File: src/include/cjtag_settings.svh
/*
 * Protocol constants for the cJTAG to JTAG bridge
 * Synchronizer depth, toggle counter width, escape thresholds, activation code
 */
`ifndef CJTAG_SETTINGS_SVH
`define CJTAG_SETTINGS_SVH

// ============================================================
// Input synchronization
// ============================================================

// Flop stages per probe pin before edge detection
`define CJTAG_SYNC_STAGES 2

// ============================================================
// Escape sequences
// ============================================================

// Toggle counter width, saturates well above the reset threshold
`define CJTAG_TOGGLE_CNT_W 5

// Selection escape window, inclusive on both ends
`define CJTAG_ESC_SELECT_MIN 6
`define CJTAG_ESC_SELECT_MAX 7

// Reset escape, this count or more
`define CJTAG_ESC_RESET_MIN 8

// ============================================================
// Online activation code
// ============================================================

// Code length and value, sent LSB first by the probe
`define CJTAG_OAC_BITS 4
`define CJTAG_OAC 4'b1011

`endif

File: src/verilog/cjtag_pkg.sv
/*
 * Shared types of the cJTAG bridge
 * Controller state and OScan1 packet position
 */
`default_nettype none

package cjtag_pkg;

    // Controller state
    // OFFLINE waits for a selection escape
    // ONLINE_ACT receives the activation code
    // OSCAN1 moves 3-bit packets to the TAP
    typedef enum logic [1:0] {
        OFFLINE    = 2'b00,
        ONLINE_ACT = 2'b01,
        OSCAN1     = 2'b10
    } cjtag_state_t;

    // Bit slot within one OScan1 packet
    // POS_NTDI carries inverted TDI from the probe
    // POS_TMS carries TMS from the probe
    // POS_TDO is the TCK slot, bridge drives TDO back on TMSC
    typedef enum logic [1:0] {
        POS_NTDI = 2'b00,
        POS_TMS  = 2'b01,
        POS_TDO  = 2'b10
    } oscan1_pos_t;

endpackage

`default_nettype wire

File: src/verilog/cjtag_bridge.sv
/*
 * cJTAG (TCKC/TMSC) to JTAG (TCK/TMS/TDI/TDO) bridge, OScan1 subset
 * Connects synchronizers, escape detector, controller and TAP drive
 */
`timescale 1ns/1ps
`default_nettype none

module cjtag_bridge (
    input  logic clk_i,
    input  logic ntrst_i,
    // Probe side, asynchronous to clk_i
    input  logic tckc_i,
    input  logic tmsc_i,
    output logic tmsc_o,
    // Output enable, 0 drives TMSC and 1 leaves it as input
    output logic tmsc_oen_o,
    // TAP side
    output logic tck_o,
    output logic tms_o,
    output logic tdi_o,
    input  logic tdo_i,
    // Status
    output logic online_o,
    output logic nsp_o
);

    logic tckc_lvl;
    logic tmsc_lvl;
    logic tckc_rise;
    logic tckc_fall;
    logic tmsc_edge;
    logic esc_select;
    logic esc_reset;
    logic oscan_active;
    logic tmsc_bit;

    cjtag_pkg::oscan1_pos_t pkt_pos;

    // Pin edges reach the JTAG pins 4 clocks later
    cjtag_input_sync u_input_sync (
        .clk_i       (clk_i),
        .ntrst_i     (ntrst_i),
        .tckc_i      (tckc_i),
        .tmsc_i      (tmsc_i),
        .tckc_lvl_o  (tckc_lvl),
        .tmsc_lvl_o  (tmsc_lvl),
        .tckc_rise_o (tckc_rise),
        .tckc_fall_o (tckc_fall),
        .tmsc_edge_o (tmsc_edge)
    );

    cjtag_escape_detect u_escape_detect (
        .clk_i        (clk_i),
        .ntrst_i      (ntrst_i),
        .tckc_lvl_i   (tckc_lvl),
        .tckc_rise_i  (tckc_rise),
        .tckc_fall_i  (tckc_fall),
        .tmsc_edge_i  (tmsc_edge),
        .esc_select_o (esc_select),
        .esc_reset_o  (esc_reset)
    );

    cjtag_ctrl_fsm u_ctrl_fsm (
        .clk_i          (clk_i),
        .ntrst_i        (ntrst_i),
        .tmsc_lvl_i     (tmsc_lvl),
        .tckc_fall_i    (tckc_fall),
        .esc_select_i   (esc_select),
        .esc_reset_i    (esc_reset),
        .oscan_active_o (oscan_active),
        .pkt_pos_o      (pkt_pos),
        .tmsc_bit_o     (tmsc_bit),
        .online_o       (online_o),
        .nsp_o          (nsp_o)
    );

    oscan1_tap_drive u_tap_drive (
        .clk_i          (clk_i),
        .ntrst_i        (ntrst_i),
        .oscan_active_i (oscan_active),
        .pkt_pos_i      (pkt_pos),
        .tmsc_bit_i     (tmsc_bit),
        .tckc_rise_i    (tckc_rise),
        .tckc_fall_i    (tckc_fall),
        .tdo_i          (tdo_i),
        .tck_o          (tck_o),
        .tms_o          (tms_o),
        .tdi_o          (tdi_o),
        .tmsc_o         (tmsc_o),
        .tmsc_oen_o     (tmsc_oen_o)
    );

endmodule

`default_nettype wire

File: src/verilog/cjtag_ctrl_fsm.sv
/*
 * Bridge controller FSM: offline, activation code check, OScan1
 * Tracks the packet position and the TMSC bit sampled on each fall
 */
`timescale 1ns/1ps
`default_nettype none

`include "cjtag_settings.svh"

module cjtag_ctrl_fsm (
    input  logic                   clk_i,
    input  logic                   ntrst_i,
    input  logic                   tmsc_lvl_i,
    input  logic                   tckc_fall_i,
    input  logic                   esc_select_i,
    input  logic                   esc_reset_i,
    output logic                   oscan_active_o,
    output cjtag_pkg::oscan1_pos_t pkt_pos_o,
    output logic                   tmsc_bit_o,
    output logic                   online_o,
    output logic                   nsp_o
);

    import cjtag_pkg::*;

    localparam int OAC_N     = `CJTAG_OAC_BITS;
    localparam int OAC_CNT_W = $clog2(OAC_N);

    localparam logic [OAC_N-1:0]     OAC_CODE = OAC_N'(`CJTAG_OAC);
    localparam logic [OAC_CNT_W-1:0] OAC_LAST = OAC_CNT_W'(OAC_N - 1);

    cjtag_state_t         state_q;
    oscan1_pos_t          pos_q;
    logic [OAC_CNT_W-1:0] oac_cnt_q;
    logic [OAC_N-2:0]     oac_shift_q;
    logic                 tmsc_bit_q;
    logic [OAC_N-1:0]     oac_word;

    // Last bit comes straight from the pin, earlier bits from the shifter
    assign oac_word = {tmsc_lvl_i, oac_shift_q};

    // Packet slots rotate nTDI, TMS, TDO
    function automatic oscan1_pos_t next_pos(input oscan1_pos_t pos);
        case (pos)
            POS_NTDI: next_pos = POS_TMS;
            POS_TMS:  next_pos = POS_TDO;
            default:  next_pos = POS_NTDI;
        endcase
    endfunction

    // ============================================================
    // Sampled data
    // ============================================================

    always_ff @(posedge clk_i) begin
        if (tckc_fall_i) begin
            tmsc_bit_q <= tmsc_lvl_i;
            // Activation code arrives LSB first, shift in from the top
            if (state_q == ONLINE_ACT) begin
                oac_shift_q <= {tmsc_lvl_i, oac_shift_q[OAC_N-2:1]};
            end
        end
    end

    // ============================================================
    // State register
    // ============================================================

    always_ff @(posedge clk_i or negedge ntrst_i) begin
        if (!ntrst_i) begin
            state_q   <= OFFLINE;
            pos_q     <= POS_NTDI;
            oac_cnt_q <= '0;
        end else if (esc_reset_i) begin
            // Reset escape wins in every state
            state_q   <= OFFLINE;
            pos_q     <= POS_NTDI;
            oac_cnt_q <= '0;
        end else begin
            case (state_q)
                OFFLINE: begin
                    if (esc_select_i) begin
                        state_q   <= ONLINE_ACT;
                        oac_cnt_q <= '0;
                    end
                end
                ONLINE_ACT: begin
                    if (tckc_fall_i) begin
                        if (oac_cnt_q == OAC_LAST) begin
                            oac_cnt_q <= '0;
                            // Mismatch drops back to offline
                            if (oac_word == OAC_CODE) begin
                                state_q <= OSCAN1;
                                pos_q   <= POS_NTDI;
                            end else begin
                                state_q <= OFFLINE;
                            end
                        end else begin
                            oac_cnt_q <= oac_cnt_q + 1'b1;
                        end
                    end
                end
                OSCAN1: begin
                    if (tckc_fall_i) begin
                        pos_q <= next_pos(pos_q);
                    end
                end
                default: begin
                    state_q <= OFFLINE;
                end
            endcase
        end
    end

    // Status follows the state register directly
    assign oscan_active_o = (state_q == OSCAN1);
    assign online_o       = (state_q == OSCAN1);
    assign nsp_o          = (state_q != OSCAN1);
    assign pkt_pos_o      = pos_q;
    assign tmsc_bit_o     = tmsc_bit_q;

endmodule

`default_nettype wire

File: src/verilog/cjtag_escape_detect.sv
/*
 * Escape sequence detector
 * Counts TMSC toggles while TCKC is high and classifies on the TCKC fall
 */
`timescale 1ns/1ps
`default_nettype none

`include "cjtag_settings.svh"

module cjtag_escape_detect (
    input  logic clk_i,
    input  logic ntrst_i,
    input  logic tckc_lvl_i,
    input  logic tckc_rise_i,
    input  logic tckc_fall_i,
    input  logic tmsc_edge_i,
    output logic esc_select_o,
    output logic esc_reset_o
);

    localparam int CNT_W = `CJTAG_TOGGLE_CNT_W;

    localparam logic [CNT_W-1:0] SEL_MIN = CNT_W'(`CJTAG_ESC_SELECT_MIN);
    localparam logic [CNT_W-1:0] SEL_MAX = CNT_W'(`CJTAG_ESC_SELECT_MAX);
    localparam logic [CNT_W-1:0] RST_MIN = CNT_W'(`CJTAG_ESC_RESET_MIN);

    logic             tckc_high_q;
    logic [CNT_W-1:0] toggle_cnt_q;
    logic             cnt_sat;

    // Counter stops at all ones so a long burst still reads as reset
    assign cnt_sat = &toggle_cnt_q;

    // ============================================================
    // Toggle counter
    // ============================================================

    always_ff @(posedge clk_i or negedge ntrst_i) begin
        if (!ntrst_i) begin
            tckc_high_q  <= 1'b0;
            toggle_cnt_q <= '0;
        end else begin
            if (tckc_rise_i) begin
                // New high phase, start counting from zero
                tckc_high_q  <= 1'b1;
                toggle_cnt_q <= '0;
            end else if (tckc_fall_i) begin
                // Keep the count, it is classified this cycle
                tckc_high_q <= 1'b0;
            end else if (tckc_high_q && tckc_lvl_i && tmsc_edge_i && !cnt_sat) begin
                toggle_cnt_q <= toggle_cnt_q + 1'b1;
            end
        end
    end

    // ============================================================
    // Classification
    // ============================================================

    // Valid only in the fall cycle, runs in every controller state
    // 4-5 toggles (deselection) and other counts give no pulse
    assign esc_select_o = tckc_fall_i
                          && (toggle_cnt_q >= SEL_MIN)
                          && (toggle_cnt_q <= SEL_MAX);

    assign esc_reset_o  = tckc_fall_i && (toggle_cnt_q >= RST_MIN);

endmodule

`default_nettype wire

File: src/verilog/cjtag_input_sync.sv
/*
 * Probe pin synchronizers with registered edge pulses
 * Levels lag the pins by 2 clocks, pulses by 3 clocks
 */
`timescale 1ns/1ps
`default_nettype none

`include "cjtag_settings.svh"

module cjtag_input_sync (
    input  logic clk_i,
    input  logic ntrst_i,
    input  logic tckc_i,
    input  logic tmsc_i,
    output logic tckc_lvl_o,
    output logic tmsc_lvl_o,
    output logic tckc_rise_o,
    output logic tckc_fall_o,
    output logic tmsc_edge_o
);

    localparam int SYNC_N = `CJTAG_SYNC_STAGES;

    // Both pins travel side by side, bit 1 is TCKC and bit 0 is TMSC
    logic [SYNC_N-1:0][1:0] sync_q;
    logic [1:0]             lvl;
    logic [1:0]             prev_q;
    logic                   rise_q;
    logic                   fall_q;
    logic                   edge_q;

    // ============================================================
    // Synchronizer chain
    // ============================================================

    always_ff @(posedge clk_i or negedge ntrst_i) begin
        if (!ntrst_i) begin
            sync_q <= '0;
        end else begin
            // Stage 0 takes the raw pins, last stage is the clean level
            sync_q <= {sync_q[SYNC_N-2:0], {tckc_i, tmsc_i}};
        end
    end

    assign lvl = sync_q[SYNC_N-1];

    // ============================================================
    // Edge pulses
    // ============================================================

    always_ff @(posedge clk_i or negedge ntrst_i) begin
        if (!ntrst_i) begin
            prev_q <= 2'b00;
            rise_q <= 1'b0;
            fall_q <= 1'b0;
            edge_q <= 1'b0;
        end else begin
            prev_q <= lvl;
            // One clock wide, one clock after the level moves
            rise_q <= lvl[1] & ~prev_q[1];
            fall_q <= ~lvl[1] & prev_q[1];
            // TMSC counts both directions
            edge_q <= lvl[0] ^ prev_q[0];
        end
    end

    assign tckc_lvl_o  = lvl[1];
    assign tmsc_lvl_o  = lvl[0];
    assign tckc_rise_o = rise_q;
    assign tckc_fall_o = fall_q;
    assign tmsc_edge_o = edge_q;

endmodule

`default_nettype wire

File: src/verilog/oscan1_tap_drive.sv
/*
 * JTAG pin generation for OScan1 packets
 * TCK pulse, TDI and TMS updates, TDO capture and TMSC direction control
 */
`timescale 1ns/1ps
`default_nettype none

module oscan1_tap_drive (
    input  logic                   clk_i,
    input  logic                   ntrst_i,
    input  logic                   oscan_active_i,
    input  cjtag_pkg::oscan1_pos_t pkt_pos_i,
    input  logic                   tmsc_bit_i,
    input  logic                   tckc_rise_i,
    input  logic                   tckc_fall_i,
    input  logic                   tdo_i,
    output logic                   tck_o,
    output logic                   tms_o,
    output logic                   tdi_o,
    output logic                   tmsc_o,
    output logic                   tmsc_oen_o
);

    import cjtag_pkg::*;

    logic tck_q;
    logic tms_q;
    logic tdi_q;
    logic oen_q;
    logic tdo_q;
    logic tdo_slot;

    // Third packet bit while the bridge is in OScan1
    assign tdo_slot = oscan_active_i && (pkt_pos_i == POS_TDO);

    // ============================================================
    // JTAG pins and TMSC direction
    // ============================================================

    always_ff @(posedge clk_i or negedge ntrst_i) begin
        if (!ntrst_i) begin
            tck_q <= 1'b0;
            tms_q <= 1'b1;
            tdi_q <= 1'b0;
            oen_q <= 1'b1;
        end else if (!oscan_active_i) begin
            // Idle TAP, probe owns TMSC
            tck_q <= 1'b0;
            tms_q <= 1'b1;
            tdi_q <= 1'b0;
            oen_q <= 1'b1;
        end else begin
            if (tckc_rise_i) begin
                case (pkt_pos_i)
                    POS_NTDI: begin
                        // Hand TMSC back to the probe for the next packet
                        oen_q <= 1'b1;
                    end
                    POS_TMS: begin
                        // nTDI was sampled on the previous fall
                        tdi_q <= ~tmsc_bit_i;
                        oen_q <= 1'b1;
                    end
                    POS_TDO: begin
                        // TMS is in, clock the TAP and turn TMSC around
                        tms_q <= tmsc_bit_i;
                        tck_q <= 1'b1;
                        oen_q <= 1'b0;
                    end
                    default: begin
                        oen_q <= 1'b1;
                    end
                endcase
            end
            // TCK low again at the end of the TDO bit
            if (tckc_fall_i && (pkt_pos_i == POS_TDO)) begin
                tck_q <= 1'b0;
            end
        end
    end

    // ============================================================
    // TDO capture
    // ============================================================

    // Sampled while TCK is high, first update one clock after the rise
    always_ff @(posedge clk_i) begin
        if (tck_q && tdo_slot) begin
            tdo_q <= tdo_i;
        end
    end

    assign tck_o      = tck_q;
    assign tms_o      = tms_q;
    assign tdi_o      = tdi_q;
    assign tmsc_oen_o = oen_q;
    // Driven value stays 0 whenever TMSC is an input
    assign tmsc_o     = (tdo_slot && !oen_q) ? tdo_q : 1'b0;

endmodule

`default_nettype wire
File: config.mk
export PLATFORM = sky130hd
export DESIGN_NAME = cjtag_bridge
export DESIGN_NICKNAME = d
export VERILOG_FILES = /design/src/verilog/cjtag_pkg.sv /design/src/verilog/cjtag_bridge.sv /design/src/verilog/cjtag_ctrl_fsm.sv /design/src/verilog/cjtag_escape_detect.sv /design/src/verilog/cjtag_input_sync.sv /design/src/verilog/oscan1_tap_drive.sv
export VERILOG_INCLUDE_DIRS = /design/src /design/src/include
export SDC_FILE = /design/constraint.sdc
export NUM_CORES = 1
export LEC_CHECK = 0
export BUFFER_PORTS_ARGS = -buffer_cell sky130_fd_sc_hd__buf_4
export CORE_MARGIN = 5
export CORE_UTILIZATION = 55
export CTS_CLUSTER_DIAMETER = 200
export DETAILED_ROUTE_END_ITERATION = 10
export GPL_TIMING_DRIVEN = 1
export PLACE_DENSITY = 0.75
export SYNTH_ARGS = -nofsm -noshare
export SYNTH_HDL_FRONTEND = slang
export SYNTH_SLANG_ARGS = --single-unit
File: constraint.sdc
create_clock -name clk_i -period 2.5 [get_ports clk_i]
set_clock_uncertainty 0.2 [all_clocks]
set_input_delay 0.125 -clock clk_i [delete_from_list [all_inputs] [get_ports clk_i]]
set_output_delay 0.125 -clock clk_i [all_outputs]
set_load 0.01 [all_outputs]
==> run metrics <==
Post-DRT Antenna Nets=0; synthesized area per cell=12.0 um2; Tot Pwr=1200 uW; hold_buf cts=4; crit-path cells=ha_1 -> and3_1 -> ha_1 -> or2_1 -> or3_1 -> a21oi_1; CP max-delay cell=dfrtp_1; Simple-Gate Fraction of Synth Area=17.6%; PwrDens=around 790 nW/um2; Netlist Area Pre-Place=1290 um2; Total GRT Usage=approximately 17%; fin cells=157; sequential share of the synthesized area=about 60%; Max Cap Violations=0; commonest cells in the synthesized netlist=dfrtp_1 (23), nand2_1 (9), nor2_1 (8); pin count of the biggest net entering global routing=26; vias per cell=about 5.5; fmax=0.486 GHz; r2r setup slk=about 440 ps; antenna cells=0; top-count cell post-synth=dfrtp_1; die area=between 3000 and 4000 um2; largest area contributor in the netlist=dfrtp_1; drt total wl=approximately 2200 um; share of the synthesized area in the top cell type=44.5%; initial core utilization=between 50 and 60%; I/O pin cnt=12; root buffer cell=clkbuf_4; postcts setup bufs=0; Post-synth EDFFs=5; CTS clk-pin slew, worst paths=around 90 ps; status=complete, no violations; Max-slew headroom=72.8%; Warnings, synthesis=0; Synth Area in Compound Gates=roughly 6.4%; slowest stage delay, CP=410 ps; largest family of logic cells by synthesized area=simple AND/OR/NAND/NOR gates; Die Span Y=between 50 and 60 um; Yosys reg bits=30; Final setup violation count=0; drt drc=0; actual slew at the worst max-slew pin=406 ps; worst reg2reg path startpoint=u_escape_detect.toggle_cnt_q[0]; worst min path class=in -> async; initial antenna violation count=0; post-synthesis xor/xnor area fraction=between 2 and 2.5%; wire per inst=between 10 and 15 um; vias in the first global route=between 900 and 1,000; Mapped Nets=119; routability cong.=~0.78; Final Util=between 60% and 70%; setup_tns=0 ps; FF-to-FF End=u_escape_detect.toggle_cnt_q[3]; Final Hold Viols=0; Most common cell on crit path=ha_1; CTS buffer count=5; CP Data Arrival Time=roughly 2100 ps; grt total ovfl=0; DR pass1 iterations=4; DP HPWL=about 1700 um; H-tree Lvls=2; CP endpoint kind=register; Design Area, Final=approximately 1500 um2; Clock Latency Late Sink=around 310 ps; port buffer count=11; Placeable Area=~2200 um2; CP startpoint kind=register; layout overhead on the synthesized area=17.6%; nets=roughly 140; # rows=17; cells on worst reg2reg path=6; CTS tree=yes; post-CTS sizing=0; via count=roughly 860; First DRT Iteration DRCs=7; kind of critical path=reg -> reg; multiplexer share of the synthesized area=5.81%; top_reg_cell synth=dfrtp_1; cell count after synthesis=~110; dominant cells by area after synthesis=dfrtp_1 (45%), edfxtp_1 (12%), ha_1 (5.8%); Cell variety after synth=31; asr flop ratio synth=a little over four fifths; static leakage=about 0.00072 uW; crit path time final=between 2000 and 2500 ps; clock sinks=30; Post-DP Area=~1400 um2; Final Cycle Share=about 82%; Req. time, crit path=around 2500 ps; clock buffer depth=2; first-pass GRT wire length=4270 um; chip width=roughly 58 um; Crit Path Max Fanout=5; placed cell count=between 100 and 150; Post-Synth Adder-Cell Area=slightly below 6%; RSZ-0062 raised after global routing=no; Worst VDD drop=around 0.00056 V; ratio of cells with drive above 1 in the final layout=16.3%; Final Max Tran Viols=0
## worst max-delay path, delay by kind of cell, from the launching register on
kind                       cells  cell delay, ps
AOI/OAI and AO/OA              1             140
adders and majority gates      2             420
DFF                            1             410
and+or+nand+nor                3             820
## per-layer routing
layer	wire [um]	part of all wire [%]	track usage, %	up-vias
li1	-	-	-	420
met1	1010	45	21.2	408
met2	1030	46	24.7	20
met3	102	4.6	5.26	10
met4	93	4.2	10.9	0
met5	0	0	0	-
## layout by cell type (no fill, tap or decap), drive strengths merged, types with 3 or more instances in the layout
master and n:
a21oi 3, buf 11, clkbuf 8, dfrtp 23, dlygate4sd3 4, edfxtp 5
ha 6, inv 5, mux2 4, mux2i 3, nand2 9, nand3 3
nor2 8, nor2b 5, o21ai 5
## layout make-up
cell class | instances | area [um2]
sequential | 30 | 778
fill | 166 | 713
multi-input combinational | 71 | 487
timing repair buffer | 15 | 123
clock buffer | 8 | 78.8
tap | 28 | 35.0
inverter | 5 | 18.8
## registers in the layout, summed over array words and instances, names as in the netlist, 2 cells and up
register / cells
u_input_sync.sync_q: 2
u_ctrl_fsm.oac_shift_q: 3
u_ctrl_fsm.oac_cnt_q: 2
u_escape_detect.toggle_cnt_q: 5
u_input_sync.prev_q: 2
u_ctrl_fsm.pkt_pos_o: 2
u_input_sync.lvl: 2
u_ctrl_fsm.state_q: 2
## through the flow
stage | hold WS (ps) | setup WS (ps)
3_5_place_dp | -156 | 448
4_1_cts | 38.3 | 429
5_1_grt | 44.9 | 330
6_report | 40.0 | 444
3_3_place_gp | -160 | 524
2_1_floorplan | -371 | 496
## kinds of logic after synthesis
logic type | Yosys count
AND/OR/NAND/NOR | 41
multiplexers | 7
adder cells (fa/ha/maj) | 6
XOR/XNOR | 3
flip-flops | 30
buffers and inverters | 7
AO/OA/AOI/OAI | 14
## report_power, final
group | leakage, uW | internal (uW) | switching [uW]
registers | 0.000362 | 549 | 37.9
logic | 0.000317 | 126 | 146
clock network | 0.0000446 | 192 | 150
## worst max-delay path by stage
stage / start / endpoint / slack, ps / cells past startpoint
floorplan: u_escape_detect.toggle_cnt_q[0] / u_escape_detect.toggle_cnt_q[3] / 500 / 7
detailed placement: u_escape_detect.toggle_cnt_q[0] / u_escape_detect.toggle_cnt_q[3] / 450 / 6
global route: u_escape_detect.toggle_cnt_q[3] / u_ctrl_fsm.pkt_pos_o[1] / 330 / 4
CTS: u_escape_detect.toggle_cnt_q[0] / u_escape_detect.toggle_cnt_q[3] / 430 / 6
global placement: u_escape_detect.toggle_cnt_q[0] / u_escape_detect.toggle_cnt_q[3] / 520 / 6
finish: u_escape_detect.toggle_cnt_q[0] / u_escape_detect.toggle_cnt_q[3] / 440 / 6
Power figures use the tool's default switching activity.
